$ cat src/verilog/cpu_cfg.svh
`ifndef CPU_CFG_SVH
`define CPU_CFG_SVH

// data path and address width
`define WORD_SIZE     16
`define NUM_REGS      8
`define PC_REG        7

// instruction field widths
`define OPCODE_BITS   3
`define REG_BITS      3
`define IMM_BITS      9
`define ZERO_BITS     (`IMM_BITS - `REG_BITS)

// first fetch address is PC + 1, so all ones gives address 0
`define PC_RESET      {`WORD_SIZE{1'b1}}

`endif

$ cat src/verilog/cpu_pkg.sv
package cpu_pkg;

`include "cpu_cfg.svh"

    typedef logic [`WORD_SIZE-1:0] word_t;
    typedef logic [`REG_BITS-1:0]  reg_idx_t;

    typedef enum logic [`OPCODE_BITS-1:0] {
        OP_MV    = 3'b000,
        OP_MVT_B = 3'b001, // mvt with imm flag, branch without
        OP_ADD   = 3'b010,
        OP_SUB   = 3'b011,
        OP_LD    = 3'b100,
        OP_ST    = 3'b101,
        OP_AND   = 3'b110, // executes as a no-op
        OP_CMP   = 3'b111
    } opcode_e;

    typedef enum logic [2:0] {
        ALU_NONE,
        ALU_MOV,
        ALU_MVT,
        ALU_ADD,
        ALU_SUB
    } alu_op_e;

    // encoding matches the rX field of a branch
    typedef enum logic [2:0] {
        COND_NONE = 3'd0,
        COND_EQ   = 3'd1,
        COND_NE   = 3'd2,
        COND_CC   = 3'd3,
        COND_CS   = 3'd4,
        COND_PL   = 3'd5,
        COND_MI   = 3'd6
    } cond_e;

    typedef struct packed {
        logic negative;
        logic zero;
        logic carry;
        logic overflow;
    } flags_t;

    typedef struct packed {
        opcode_e                opcode;
        logic                   imm;
        reg_idx_t               rx;
        logic [`IMM_BITS-1:0]   imm9;
    } instr_imm_t;

    typedef struct packed {
        opcode_e                opcode;
        logic                   imm;
        reg_idx_t               rx;
        logic [`ZERO_BITS-1:0]  zero_bits; // must be zero for register-form cmp
        reg_idx_t               ry;
    } instr_reg_t;

    typedef union packed {
        instr_imm_t i;
        instr_reg_t r;
    } instr_word_u;

    typedef struct packed {
        logic       valid;
        word_t      addr;         // instruction address
        word_t      op1;
        word_t      op2;
        word_t      result;       // fetched word in fetch, alu or load data later
        reg_idx_t   rx;
        reg_idx_t   ry;
        logic       imm;
        logic       writeback;
        logic       read;
        logic       write;
        logic       is_branch;
        logic       update_flags;
        alu_op_e    alu_op;
        cond_e      cond;
    } stage_item_t;

    typedef struct packed {
        logic       en;
        reg_idx_t   idx;
        word_t      value;
    } reg_write_t;

    typedef struct packed {
        word_t      addr;
        word_t      wdata;
        logic       read;
        logic       write;
    } mem_req_t;

endpackage

$ cat src/verilog/register_file.sv
`timescale 1ns/10ps
`include "cpu_cfg.svh"

module register_file import cpu_pkg::*; (
    input  logic        Clock,
    input  logic        Reset,
    input  reg_idx_t    rd_x,
    input  reg_idx_t    rd_y,
    output word_t       x_value,
    output word_t       y_value,
    output word_t       pc,
    input  word_t       pc_next,
    input  logic        pc_we,
    input  reg_write_t  wb
);

    word_t regs [`NUM_REGS];

    assign x_value = regs[rd_x];
    assign y_value = regs[rd_y];
    assign pc      = regs[`PC_REG];

    always_ff @(posedge Clock, posedge Reset) begin
        if (Reset) begin
            for (int i = 0; i < `NUM_REGS; i++) begin
                regs[i] <= '0;
            end
            regs[`PC_REG] <= `PC_RESET;
        end else begin
            if (pc_we) begin
                regs[`PC_REG] <= pc_next; // sequential fetch
            end
            if (wb.en) begin
                regs[wb.idx] <= wb.value; // Memory2 writeback, taken branch included
            end
        end
    end

    // fetch is frozen by branch_hold while a branch is in flight
    a_no_pc_conflict: assert property (@(posedge Clock) disable iff (Reset)
        !(pc_we && wb.en && wb.idx == reg_idx_t'(`PC_REG)));

endmodule

$ cat src/verilog/fetch_stage.sv
`timescale 1ns/10ps

module fetch_stage import cpu_pkg::*; (
    input  logic        Clock,
    input  logic        Reset,
    input  word_t       pc,
    input  word_t       instr_in,
    input  logic        hold,
    input  logic        flush,
    output word_t       instr_addr,
    output word_t       pc_next,
    output logic        pc_we,
    output stage_item_t fetch_item
);

    logic  refetch; // PC already points at the word to fetch after a flush
    logic  stop;
    word_t fetch_addr;

    assign stop       = hold || flush;
    assign fetch_addr = (stop || refetch) ? pc : pc + 1'b1;
    assign instr_addr = fetch_addr;
    assign pc_next    = pc + 1'b1;
    assign pc_we      = !stop && !refetch;

    always_ff @(posedge Clock, posedge Reset) begin
        if (Reset) begin
            fetch_item <= '0;
            refetch    <= 1'b0;
        end else if (flush) begin
            // word behind a branch is dropped and fetched again later
            fetch_item <= '0;
            refetch    <= 1'b1;
        end else if (!hold) begin
            fetch_item        <= '0;
            fetch_item.valid  <= 1'b1;
            fetch_item.addr   <= fetch_addr;
            fetch_item.result <= instr_in; // raw instruction word
            refetch           <= 1'b0;
        end
    end

endmodule

$ cat src/verilog/decode_stage.sv
`timescale 1ns/10ps
`include "cpu_cfg.svh"

module decode_stage import cpu_pkg::*; (
    input  logic        Clock,
    input  logic        Reset,
    input  stage_item_t fetch_item,
    input  word_t       x_value,
    input  word_t       y_value,
    input  word_t       pc,
    input  stage_item_t exe_item,
    input  stage_item_t mem1_item,
    input  stage_item_t mem2_item,
    input  logic        mem_stall,
    output reg_idx_t    rd_x,
    output reg_idx_t    rd_y,
    output logic        hazard_stall,
    output logic        branch_hold,
    output stage_item_t decode_item
);

    instr_word_u word;
    stage_item_t item_next;
    word_t       imm_ext;
    logic        uses_x;
    logic        uses_y;
    logic        raw_hit;

    function automatic logic writes_reg(stage_item_t it, reg_idx_t idx);
        return it.valid && it.writeback && (it.rx == idx);
    endfunction

    function automatic logic pending_branch(stage_item_t it);
        return it.valid && it.is_branch;
    endfunction

    assign word    = fetch_item.result;
    assign rd_x    = word.i.rx;
    assign rd_y    = word.r.ry;
    assign imm_ext = {{(`WORD_SIZE-`IMM_BITS){word.i.imm9[`IMM_BITS-1]}}, word.i.imm9};

    always_comb begin
        item_next       = '0;
        uses_x          = 1'b0;
        uses_y          = 1'b0;
        item_next.valid = fetch_item.valid;
        item_next.addr  = fetch_item.addr;
        item_next.rx    = word.i.rx;
        item_next.ry    = word.r.ry;
        item_next.imm   = word.i.imm;
        item_next.op1   = x_value;

        case (word.i.opcode)
            OP_MV: begin
                item_next.alu_op    = ALU_MOV;
                item_next.writeback = 1'b1;
                uses_y              = !word.i.imm;
            end
            OP_MVT_B: begin
                item_next.imm       = 1'b1; // both forms carry imm9
                item_next.writeback = 1'b1;
                if (word.i.imm) begin
                    item_next.alu_op = ALU_MVT;
                end else begin
                    // pc still holds the fetched address, so target is pc + 1 + imm
                    item_next.alu_op    = ALU_ADD;
                    item_next.is_branch = 1'b1;
                    item_next.rx        = reg_idx_t'(`PC_REG);
                    item_next.op1       = pc + 1'b1;
                    item_next.cond      = (word.i.rx == 3'd7) ? COND_NONE : cond_e'(word.i.rx);
                end
            end
            OP_ADD, OP_SUB: begin
                item_next.alu_op    = (word.i.opcode == OP_ADD) ? ALU_ADD : ALU_SUB;
                item_next.writeback = 1'b1;
                uses_x              = 1'b1;
                uses_y              = !word.i.imm;
            end
            OP_LD: begin
                item_next.imm       = 1'b0;
                item_next.read      = 1'b1;
                item_next.writeback = 1'b1;
                uses_y              = 1'b1;
            end
            OP_ST: begin
                item_next.imm   = 1'b0;
                item_next.write = 1'b1; // rX is data, rY is address
                uses_x          = 1'b1;
                uses_y          = 1'b1;
            end
            OP_CMP: begin
                if (word.i.imm || word.r.zero_bits == '0) begin
                    item_next.alu_op       = ALU_SUB;
                    item_next.update_flags = 1'b1;
                    uses_x                 = 1'b1;
                    uses_y                 = !word.i.imm;
                end
            end
            default: ; // and does nothing
        endcase

        item_next.op2 = item_next.imm ? imm_ext : y_value;
    end

    // RAW check against everything not yet written back
    always_comb begin
        raw_hit = 1'b0;
        if (uses_x) begin
            raw_hit = writes_reg(decode_item, word.i.rx) || writes_reg(exe_item, word.i.rx) ||
                      writes_reg(mem1_item, word.i.rx) || writes_reg(mem2_item, word.i.rx);
        end
        if (uses_y) begin
            raw_hit = raw_hit ||
                      writes_reg(decode_item, word.r.ry) || writes_reg(exe_item, word.r.ry) ||
                      writes_reg(mem1_item, word.r.ry) || writes_reg(mem2_item, word.r.ry);
        end
    end

    assign hazard_stall = fetch_item.valid && raw_hit;
    assign branch_hold  = pending_branch(decode_item) || pending_branch(exe_item) ||
                          pending_branch(mem1_item) || pending_branch(mem2_item);

    always_ff @(posedge Clock, posedge Reset) begin
        if (Reset) begin
            decode_item <= '0;
        end else if (!mem_stall) begin
            if (hazard_stall || branch_hold || !fetch_item.valid) begin
                decode_item <= '0; // bubble
            end else begin
                decode_item <= item_next;
            end
        end
    end

    // memory ops stay one-directional all the way to Memory1
    a_rw_exclusive: assert property (@(posedge Clock) disable iff (Reset)
        !(decode_item.read && decode_item.write) && !(exe_item.read && exe_item.write) &&
        !(mem1_item.read && mem1_item.write));

endmodule

$ cat src/verilog/execute_stage.sv
`timescale 1ns/10ps
`include "cpu_cfg.svh"

module execute_stage import cpu_pkg::*; (
    input  logic        Clock,
    input  logic        Reset,
    input  stage_item_t decode_item,
    input  logic        mem_stall,
    output stage_item_t exe_item
);

    flags_t      flags;
    flags_t      flags_next;
    word_t       alu_result;
    logic        carry_out;
    logic        cond_met;
    stage_item_t exe_next;

    always_comb begin
        alu_result = decode_item.op2;
        carry_out  = 1'b0;
        case (decode_item.alu_op)
            ALU_MOV: alu_result = decode_item.op2;
            ALU_MVT: alu_result = {decode_item.op2[7:0], 8'h00};
            ALU_ADD: {carry_out, alu_result} = {1'b0, decode_item.op1} + {1'b0, decode_item.op2};
            ALU_SUB: {carry_out, alu_result} = {1'b0, decode_item.op1} - {1'b0, decode_item.op2};
            default: ; // ld and st pass the address through
        endcase
    end

    always_comb begin
        case (decode_item.cond)
            COND_EQ: cond_met = flags.zero;
            COND_NE: cond_met = !flags.zero;
            COND_CC: cond_met = !flags.carry;
            COND_CS: cond_met = flags.carry;
            COND_PL: cond_met = !flags.negative;
            COND_MI: cond_met = flags.negative;
            default: cond_met = 1'b1;
        endcase
    end

    always_comb begin
        flags_next.negative = alu_result[`WORD_SIZE-1];
        flags_next.zero     = (alu_result == '0);
        flags_next.carry    = carry_out;
        // signed overflow of op1 - op2
        flags_next.overflow = (decode_item.alu_op == ALU_SUB) &&
            (decode_item.op1[`WORD_SIZE-1] != decode_item.op2[`WORD_SIZE-1]) &&
            (alu_result[`WORD_SIZE-1] != decode_item.op1[`WORD_SIZE-1]);
    end

    always_comb begin
        exe_next        = decode_item;
        exe_next.result = alu_result;
        if (!cond_met) begin
            exe_next = '0; // branch not taken
        end
    end

    always_ff @(posedge Clock, posedge Reset) begin
        if (Reset) begin
            exe_item <= '0;
            flags    <= '0;
        end else if (!mem_stall) begin
            exe_item <= exe_next;
            if (decode_item.valid && decode_item.update_flags) begin
                flags <= flags_next;
            end
        end
    end

endmodule

$ cat src/verilog/memory_stage.sv
`timescale 1ns/10ps

module memory_stage import cpu_pkg::*; (
    input  logic        Clock,
    input  logic        Reset,
    input  stage_item_t exe_item,
    input  word_t       data_in,
    input  logic        data_done,
    output mem_req_t    data_req,
    output logic        mem_stall,
    output stage_item_t mem1_item,
    output stage_item_t mem2_item,
    output reg_write_t  wb
);

    stage_item_t mem2_next;
    logic        mem_op;

    assign mem_op    = mem1_item.valid && (mem1_item.read || mem1_item.write);
    assign mem_stall = mem_op && !data_done;

    // request straight from Memory1, held there until data_done
    assign data_req.addr  = mem1_item.op2;
    assign data_req.wdata = mem1_item.op1;
    assign data_req.read  = mem1_item.valid && mem1_item.read;
    assign data_req.write = mem1_item.valid && mem1_item.write;

    always_comb begin
        mem2_next = mem1_item;
        if (mem1_item.read) begin
            mem2_next.result = data_in; // load data sampled with data_done
        end
    end

    always_ff @(posedge Clock, posedge Reset) begin
        if (Reset) begin
            mem1_item <= '0;
            mem2_item <= '0;
        end else if (mem_stall) begin
            mem2_item <= '0; // bubble while waiting
        end else begin
            mem1_item <= exe_item;
            mem2_item <= mem2_next;
        end
    end

    assign wb.en    = mem2_item.valid && mem2_item.writeback;
    assign wb.idx   = mem2_item.rx;
    assign wb.value = mem2_item.result;

    a_req_stable: assert property (@(posedge Clock) disable iff (Reset)
        mem_stall |=> $stable(data_req));

endmodule

$ cat src/verilog/processor.sv
`timescale 1ns/10ps

module processor import cpu_pkg::*; (
    input  logic     Clock,
    input  logic     Reset,
    input  word_t    instr_in,
    input  word_t    data_in,
    input  logic     data_done,
    output word_t    instr_addr,
    output mem_req_t data_req
);

    word_t       pc;
    word_t       pc_next;
    logic        pc_we;
    reg_idx_t    rd_x;
    reg_idx_t    rd_y;
    word_t       x_value;
    word_t       y_value;
    reg_write_t  wb;

    stage_item_t fetch_item;
    stage_item_t decode_item;
    stage_item_t exe_item;
    stage_item_t mem1_item;
    stage_item_t mem2_item;

    logic        mem_stall;
    logic        hazard_stall;
    logic        branch_hold;

    register_file u_regs (
        .Clock   (Clock),
        .Reset   (Reset),
        .rd_x    (rd_x),
        .rd_y    (rd_y),
        .x_value (x_value),
        .y_value (y_value),
        .pc      (pc),
        .pc_next (pc_next),
        .pc_we   (pc_we),
        .wb      (wb)
    );

    fetch_stage u_fetch (
        .Clock      (Clock),
        .Reset      (Reset),
        .pc         (pc),
        .instr_in   (instr_in),
        .hold       (mem_stall || hazard_stall),
        .flush      (branch_hold),
        .instr_addr (instr_addr),
        .pc_next    (pc_next),
        .pc_we      (pc_we),
        .fetch_item (fetch_item)
    );

    decode_stage u_decode (
        .Clock        (Clock),
        .Reset        (Reset),
        .fetch_item   (fetch_item),
        .x_value      (x_value),
        .y_value      (y_value),
        .pc           (pc),
        .exe_item     (exe_item),
        .mem1_item    (mem1_item),
        .mem2_item    (mem2_item),
        .mem_stall    (mem_stall),
        .rd_x         (rd_x),
        .rd_y         (rd_y),
        .hazard_stall (hazard_stall),
        .branch_hold  (branch_hold),
        .decode_item  (decode_item)
    );

    execute_stage u_execute (
        .Clock       (Clock),
        .Reset       (Reset),
        .decode_item (decode_item),
        .mem_stall   (mem_stall),
        .exe_item    (exe_item)
    );

    memory_stage u_memory (
        .Clock     (Clock),
        .Reset     (Reset),
        .exe_item  (exe_item),
        .data_in   (data_in),
        .data_done (data_done),
        .data_req  (data_req),
        .mem_stall (mem_stall),
        .mem1_item (mem1_item),
        .mem2_item (mem2_item),
        .wb        (wb)
    );

endmodule

$ cat config.mk
export PLATFORM = sky130hd
export DESIGN_NAME = processor
export DESIGN_NICKNAME = d
export VERILOG_FILES = /design/src/verilog/cpu_pkg.sv /design/src/verilog/register_file.sv /design/src/verilog/fetch_stage.sv /design/src/verilog/decode_stage.sv /design/src/verilog/execute_stage.sv /design/src/verilog/memory_stage.sv /design/src/verilog/processor.sv
export VERILOG_INCLUDE_DIRS = /design/src /design/src/verilog
export SDC_FILE = /design/constraint.sdc
export NUM_CORES = 1
export LEC_CHECK = 0
export BUFFER_PORTS_ARGS = -buffer_cell sky130_fd_sc_hd__buf_2
export CAP_MARGIN = 0
export CORE_MARGIN = 4
export CORE_UTILIZATION = 56
export CTS_CLUSTER_DIAMETER = 150
export CTS_CLUSTER_SIZE = 40
export DETAILED_ROUTE_END_ITERATION = 8
export HOLD_SLACK_MARGIN = 0.02
export PLACE_DENSITY = 0.79
export REMOVE_ABC_BUFFERS = 1
export SYNTH_ARGS = -nofsm -noshare
export SYNTH_HDL_FRONTEND = slang
export SYNTH_SLANG_ARGS = --single-unit
$ cat constraint.sdc
create_clock -name Clock -period 10.14 [get_ports Clock]
set_input_delay 1.014 -clock Clock [delete_from_list [all_inputs] [get_ports Clock]]
set_output_delay 1.014 -clock Clock [all_outputs]
set_load 0.01 [all_outputs]
# After elaboration in Yosys (flattened, before gate mapping)
# Index checks and enable logic that the tools add are counted.
dict set report op_classes {
  addsub 3
  order_cmp 4
  n_eq_ne 25
  muxes 48
  bitwise 4
  n_reduce_logical 58
}
# operator n
set ops {}
lappend ops {{83-bit 2-to-1 mux} 5}
lappend ops {{16-bit 2-to-1 mux} 12}
lappend ops {{128-bit bitwise mux} 1}
lappend ops {{16-bit binary-select mux with 3-bit select} 2}
lappend ops {{16-bit demux with 3-bit select} 1}
lappend ops {{16-bit case mux with 3 select lines} 1}
lappend ops {{3-bit == test} 8}
lappend ops {{3-bit == test (second input constant)} 8}
lappend ops {{1-bit logical AND} 24}
lappend ops {{3-bit by 2-bit == test with 1-bit output (second input constant)} 6}
lappend ops {{3-bit 2-to-1 mux} 6}
lappend ops {{16-bit by 16-bit adder with 17-bit output} 1}
lappend ops {{1-bit logical OR} 17}
lappend ops {{16-bit by 16-bit subtractor with 17-bit output} 1}
lappend ops {{16-bit by 1-bit adder with 16-bit output (second input constant)} 1}
lappend ops {{16-bit zero test} 1}
lappend ops {{1-bit 2-to-1 mux} 13}
lappend ops {{4-bit greater-or-equal comparator (second input constant)} 3}
lappend ops {{3-bit NOT with 4-bit output} 3}
lappend ops {{3-bit case mux with 4 select lines} 1}
lappend ops {{1-bit zero test} 8}
lappend ops {{3-bit by 1-bit == test with 1-bit output (second input constant)} 2}
lappend ops {{6-bit zero test} 1}
lappend ops {{1-bit case mux with 2 select lines} 3}
lappend ops {{other kinds (11)} 13}
dict set report totals {
  reg_bits 420
  inputBits 35
  out_inout_bits 50
  word_cells 206
}

# Logic depth before layout (Yosys ltp)
dict set report depth {
  depth_word 19
  ltp_mapped 13
  mapped_depth_nobuf 13
}

# By module
# A second synthesis with hierarchy kept.
dict set report unflattened {
  hier_cells 2250
  hier_area_um2 25578.3
}
# module n_inst cells_per_inst area_each_um2 seq_area_each_um2
set modules_own_cells {}
lappend modules_own_cells {register_file 1 430 7373.3 3223.1}
lappend modules_own_cells {memory_stage 1 448 6596.3 4154.0}
lappend modules_own_cells {execute_stage 1 673 5455.2 2152.1}
lappend modules_own_cells {decode_stage 1 427 3699.8 1676.6}
lappend modules_own_cells {fetch_stage 1 271 2447.3 850.8}
lappend modules_own_cells {processor 1 1 6.3 0.0}

# Least setup slack after synthesis
# No wires, ideal clock.
dict set report synth_path {
  path_type {reg2out}
  startpoint {register u_regs.regs, in the netlist u_regs.pc[0]}
  endpoint {output instr_addr[14]}
  t_arrival_ps 2264
  required_ps 9126
  slack_ps 6862
  path_stages_with_launch 10
  path_buffers 0
  cell_sequence {dfstp_2 ha_1 and3_1 and3_1 and3_1 and3_1 and3_1 and3_1 nand2_1 xnor2_1}
}
dict set report synth_between {
  elab_chain_len 2
}
# item line
set synth_rtl {}
lappend synth_rtl {{start: declaration} register_file.sv:17} ;# word_t regs [`NUM_REGS];
lappend synth_rtl {{start signal: indexed assignment} register_file.sv:28} ;# regs[`PC_REG] <= `PC_RESET;
lappend synth_rtl {{start signal: indexed assignment} register_file.sv:31} ;# regs[`PC_REG] <= pc_next;
lappend synth_rtl {{start signal: indexed assignment} register_file.sv:34} ;# regs[wb.idx] <= wb.value;
lappend synth_rtl {{16-bit by 1-bit adder with 16-bit output} fetch_stage.sv:21} ;# assign fetch_addr = (stop || refetch) ? pc : pc + 1'b1;
lappend synth_rtl {{16-bit 2-to-1 mux} fetch_stage.sv:21}
lappend synth_rtl {{end: declaration} processor.sv:9} ;# output word_t instr_addr,
# Every way passes these cells.

# Worst setup path in the final report
dict set report layout_path {
  startpoint {register u_fetch.fetch_item[27] (netlist name)}
  endpoint {output instr_addr[1]}
}
dict set report layout_between {
  elab_chain_len 16
  elab_cells_between_ends 22
  cone_classes {eq/ne (4); mux (3); reduce/logical (15)}
}
# item line
set layout_rtl {}
lappend layout_rtl {{3-bit == test} decode_stage.sv:30} ;# return it.valid && it.writeback && (it.rx == idx);
lappend layout_rtl {{1-bit logical AND} decode_stage.sv:30}
lappend layout_rtl {{1-bit logical OR (2 in a row)} decode_stage.sv:109} ;# raw_hit = writes_reg(decode_item, word.i.rx) || writes_reg(exe_item, word.i.rx) ||
lappend layout_rtl {{1-bit logical OR (*)} decode_stage.sv:110} ;# writes_reg(mem1_item, word.i.rx) || writes_reg(mem2_item, word.i.rx);
lappend layout_rtl {{1-bit 2-to-1 mux (*)} decode_stage.sv:108} ;# if (uses_x) begin
lappend layout_rtl {{1-bit logical OR} decode_stage.sv:113} ;# raw_hit = raw_hit ||
lappend layout_rtl {{1-bit logical OR (2 in a row)} decode_stage.sv:114} ;# writes_reg(decode_item, word.r.ry) || writes_reg(exe_item, word.r.ry) ||
lappend layout_rtl {{1-bit logical OR} decode_stage.sv:115} ;# writes_reg(mem1_item, word.r.ry) || writes_reg(mem2_item, word.r.ry);
lappend layout_rtl {{1-bit 2-to-1 mux (*)} decode_stage.sv:112} ;# if (uses_y) begin
lappend layout_rtl {{1-bit logical AND (*)} decode_stage.sv:119} ;# assign hazard_stall = fetch_item.valid && raw_hit;
lappend layout_rtl {{1-bit logical OR (*)} processor.sv:50} ;# .hold (mem_stall || hazard_stall),
lappend layout_rtl {{1-bit logical OR (*)} fetch_stage.sv:20} ;# assign stop = hold || flush;
lappend layout_rtl {{1-bit logical OR (*)} fetch_stage.sv:21}
lappend layout_rtl {{16-bit 2-to-1 mux (*)} fetch_stage.sv:21}
# Every way passes the cells marked *; elsewhere a longest branch is shown, timed or not.

==> qor.yml <==
slew_violations: 0
dp_slack_ns: 5.56
ys.flop_type: "dfrtp_1"
start_util_pct: 56.7
rsz0062_at_grt: "false"
cts_buffers: 12
hold_viol: 0
seqPwrFrac_pct: 38.2
die-area_sq_um: 34800
core_area_sq_um: 31500
io_pins: 85
power_leakage_nw: 8.74
ant_nets: 0
synth_xor_area_share_pct: 2.95
yosysSeqAreaShare_pct: 46.4
clockBufferDepth: 3
post_cts_buffers: 0
min_period_ns: 5.13
dr.pass1.iters: 5
worstMarginPinSlew_ns: 1.31
post-route-period-util_pct: 50.6
cp-endpoint: "instr_addr[1]"
postCtsResizedCells: 0
p_per_area_nw_per_um2: 337
worstPathArrival_ns: 4.11
wl_per_cell_um: 21.5
power_switching_mw: 2.78
io_buffers: 84
via_count: 13000
setup_viol: 0
synth_cells: 1686
drcViolationCount: 0
via_per_inst: 6.29
nets: 1731
worstRegToRegCells: 10
final_util_pct: 59.3
dieHeight_um: 186
syn_area_sq_um: 17800
holdBufCountCts: 0
synthMuxAreaShare_pct: 19.6
fin_ws_ns: 5.01
cts-root-buf: "clkbuf_16"
yosys.area_share.adder_pct: 2.54
area_delta_synth_final_pct: 4.69
comb_power_share_pct: 51.4
end_kind: "primary output"
drt_iter0_drc: 1212
grt_pass1_vias: 12900
drive_gt1_share_pct: 21.3
synthArstFlopShare_pct: 100
drt_wl_total_mm: 44.4
layout_commonest_cell: "nand2_1"
synth_edf_count: 0
fin_hold_ws_ns: 0.473
yosysWarnings: 0
p_clk_share_pct: 10.4
r2r-end: "u_regs.pc[1]"
critPathMaxFanout: 41
outcome: "finished, final reports clean"
synth_compound_area_share_pct: 10.8
critPathRequiredTime_ns: 9.13
irDropWorstVdd_mv: 0.230
syn_area_per_cell_sq_um: 10.6
cts.clk_slew.worst_paths_ns: 0.15
hold_path.class: "register to register"
final_cell_mix: "nand2_1, dfrtp_1, mux2_2"
drv_cap: 0
cts_tree: "yes"
startpoint: "u_fetch.fetch_item[27]"
fmaxAchievable_mhz: 195
worst-r2r-setup-slack_ns: 6.36
crit_type: "register to primary output"
ys_ff_latch: 330
power_switching_share_pct: 44.2
internal_power_mw: 3.51
cts.sinks: 330
synth_cell_types: 81
place_congestion: 0.934
die_w_um: 186
globalRouteTotalUtil_pct: 25.2
cp-start-kind: "register"
synth_simple_gate_area_share_pct: 13.0
slew_headroom_pct: 12.5
synth_top_family_by_area: "multiplexers"
skew_ns: 0.0512
setup-tns-final_ns: 0
cts_max_level: 1
grt_pass1_wl_mm: 71.4
antenna_found_initial: 1
post-dp-hpwl_mm: 30.3
row_count: 65
grt.overflow.total: 0
grt_max_degree: 186
r2r-start: "u_fetch.fetch_item[27]"
clock_latency_ns: 0.53
antennaDiodeCount: 0
-- worst max-delay path: stages (launching register included) --
cell	delay, ns
dfrtp_2	0.37
buf_4	0.60
xor2_1	0.21
nor4_1	0.08
nor4_1	0.29
o22ai_1	0.14
a21oi_2	0.14
buf_4	0.33
and3_1	0.80
mux2_2	0.44
buf_2	0.15
-- per-stage QoR --
stage / total power [mW] / cells / cell area, sq um
6_report: 6.29 / 2066 / 18700
5_1_grt: 6.71 / 2066 / 18700
4_1_cts: 6.28 / 2066 / 18700
3_5_place_dp: 5.62 / 2049 / 18300
3_3_place_gp: 5.49 / 2049 / 18300
2_1_floorplan: 4.58 / 1546 / 17200
-- power by group through the flow --
stage	sequential, mW	clock (mW)	combinational [mW]
after floorplan	2.38	0	2.19
after global placement	2.37	0	3.13
after detailed placement	2.41	0	3.21
after CTS	2.39	0.666	3.23
after global routing	2.47	0.709	3.54
final	2.40	0.656	3.23
-- synth_stat cells, drive strengths merged, types with 4 or more instances --
cell,n,share of area [%]
dfstp,16,2.4
or2,5,0.18
o211ai,7,0.29
dfrtp,314,44
nand2,335,7.0
o21ai,101,2.9
nor4,12,0.42
inv,42,0.88
o31ai,24,1.0
mux4,63,8.0
a31oi,5,0.18
or3,7,0.27
nor2b,13,0.46
clkbuf,80,1.7
mux2,131,8.3
o22ai,4,0.14
nand3,7,0.20
o21bai,5,0.21
a21o,8,0.34
buf,60,2.1
mux2i,60,3.4
a211o,4,0.20
nor2,81,1.7
nor3,20,0.59
nand2b,19,0.67
and3,13,0.46
a21oi,45,1.3
xnor2,22,1.1
a22oi,8,0.34
xor2,38,1.9
a211oi,10,0.45
and2,11,0.39
ha,33,2.3
a22o,28,1.4
-- kinds of logic after synthesis --
logic type               Yosys count
adder cells (fa/ha/maj)           35
XOR/XNOR                          60
flip-flops                       330
AND/OR/NAND/NOR                  536
multiplexers                     254
buffers and inverters            183
AO/OA/AOI/OAI                    288
-- layout make-up --
type	count	area, sq um
fillers	2608	12800
multi-input cells	1173	8800
flip-flops and latches	330	8280
repair buffers	101	561
well taps	402	503
clock buffers	16	337
inverters	43	169
clock inverters	1	30.0
-- routing by layer --
metal  GRT usage [%]  part of all wire, %  vias to the layer above
li1                -                    -                     5850
met1            36.1                   43                     6559
met2            39.5                   46                      484
met3            3.68                  7.0                      104
met4            9.47                  3.9                        2
met5               0                0.032                        -
-- flip-flops by register name, indices dropped and copies added, names as in the netlist, 3 cells and up --
| register | flops |
|---|---|
| u_regs.regs | 112 |
| u_execute.exe_item | 56 |
| u_decode.decode_item | 47 |
| u_memory.data_req | 32 |
| u_memory.mem1_item | 24 |
| u_memory.mem2_item | 22 |
| u_fetch.fetch_item | 17 |
| u_regs.pc | 16 |
| u_execute.flags | 3 |
-- worst min path at each step --
stage	start	endpoint	slack, ns	cells after the start
2_1_floorplan	u_memory.mem1_item[18]	u_memory.mem1_item[18]	0.44	2
3_3_place_gp	u_memory.data_req[9]	u_memory.data_req[9]	0.44	2
3_5_place_dp	u_memory.data_req[19]	u_memory.data_req[19]	0.45	2
4_1_cts	u_memory.data_req[19]	u_memory.data_req[19]	0.48	2
5_1_grt	u_memory.data_req[31]	u_memory.data_req[31]	0.50	2
6_report	u_memory.data_req[19]	u_memory.data_req[19]	0.47	2
Power figures use the tool's default switching activity.
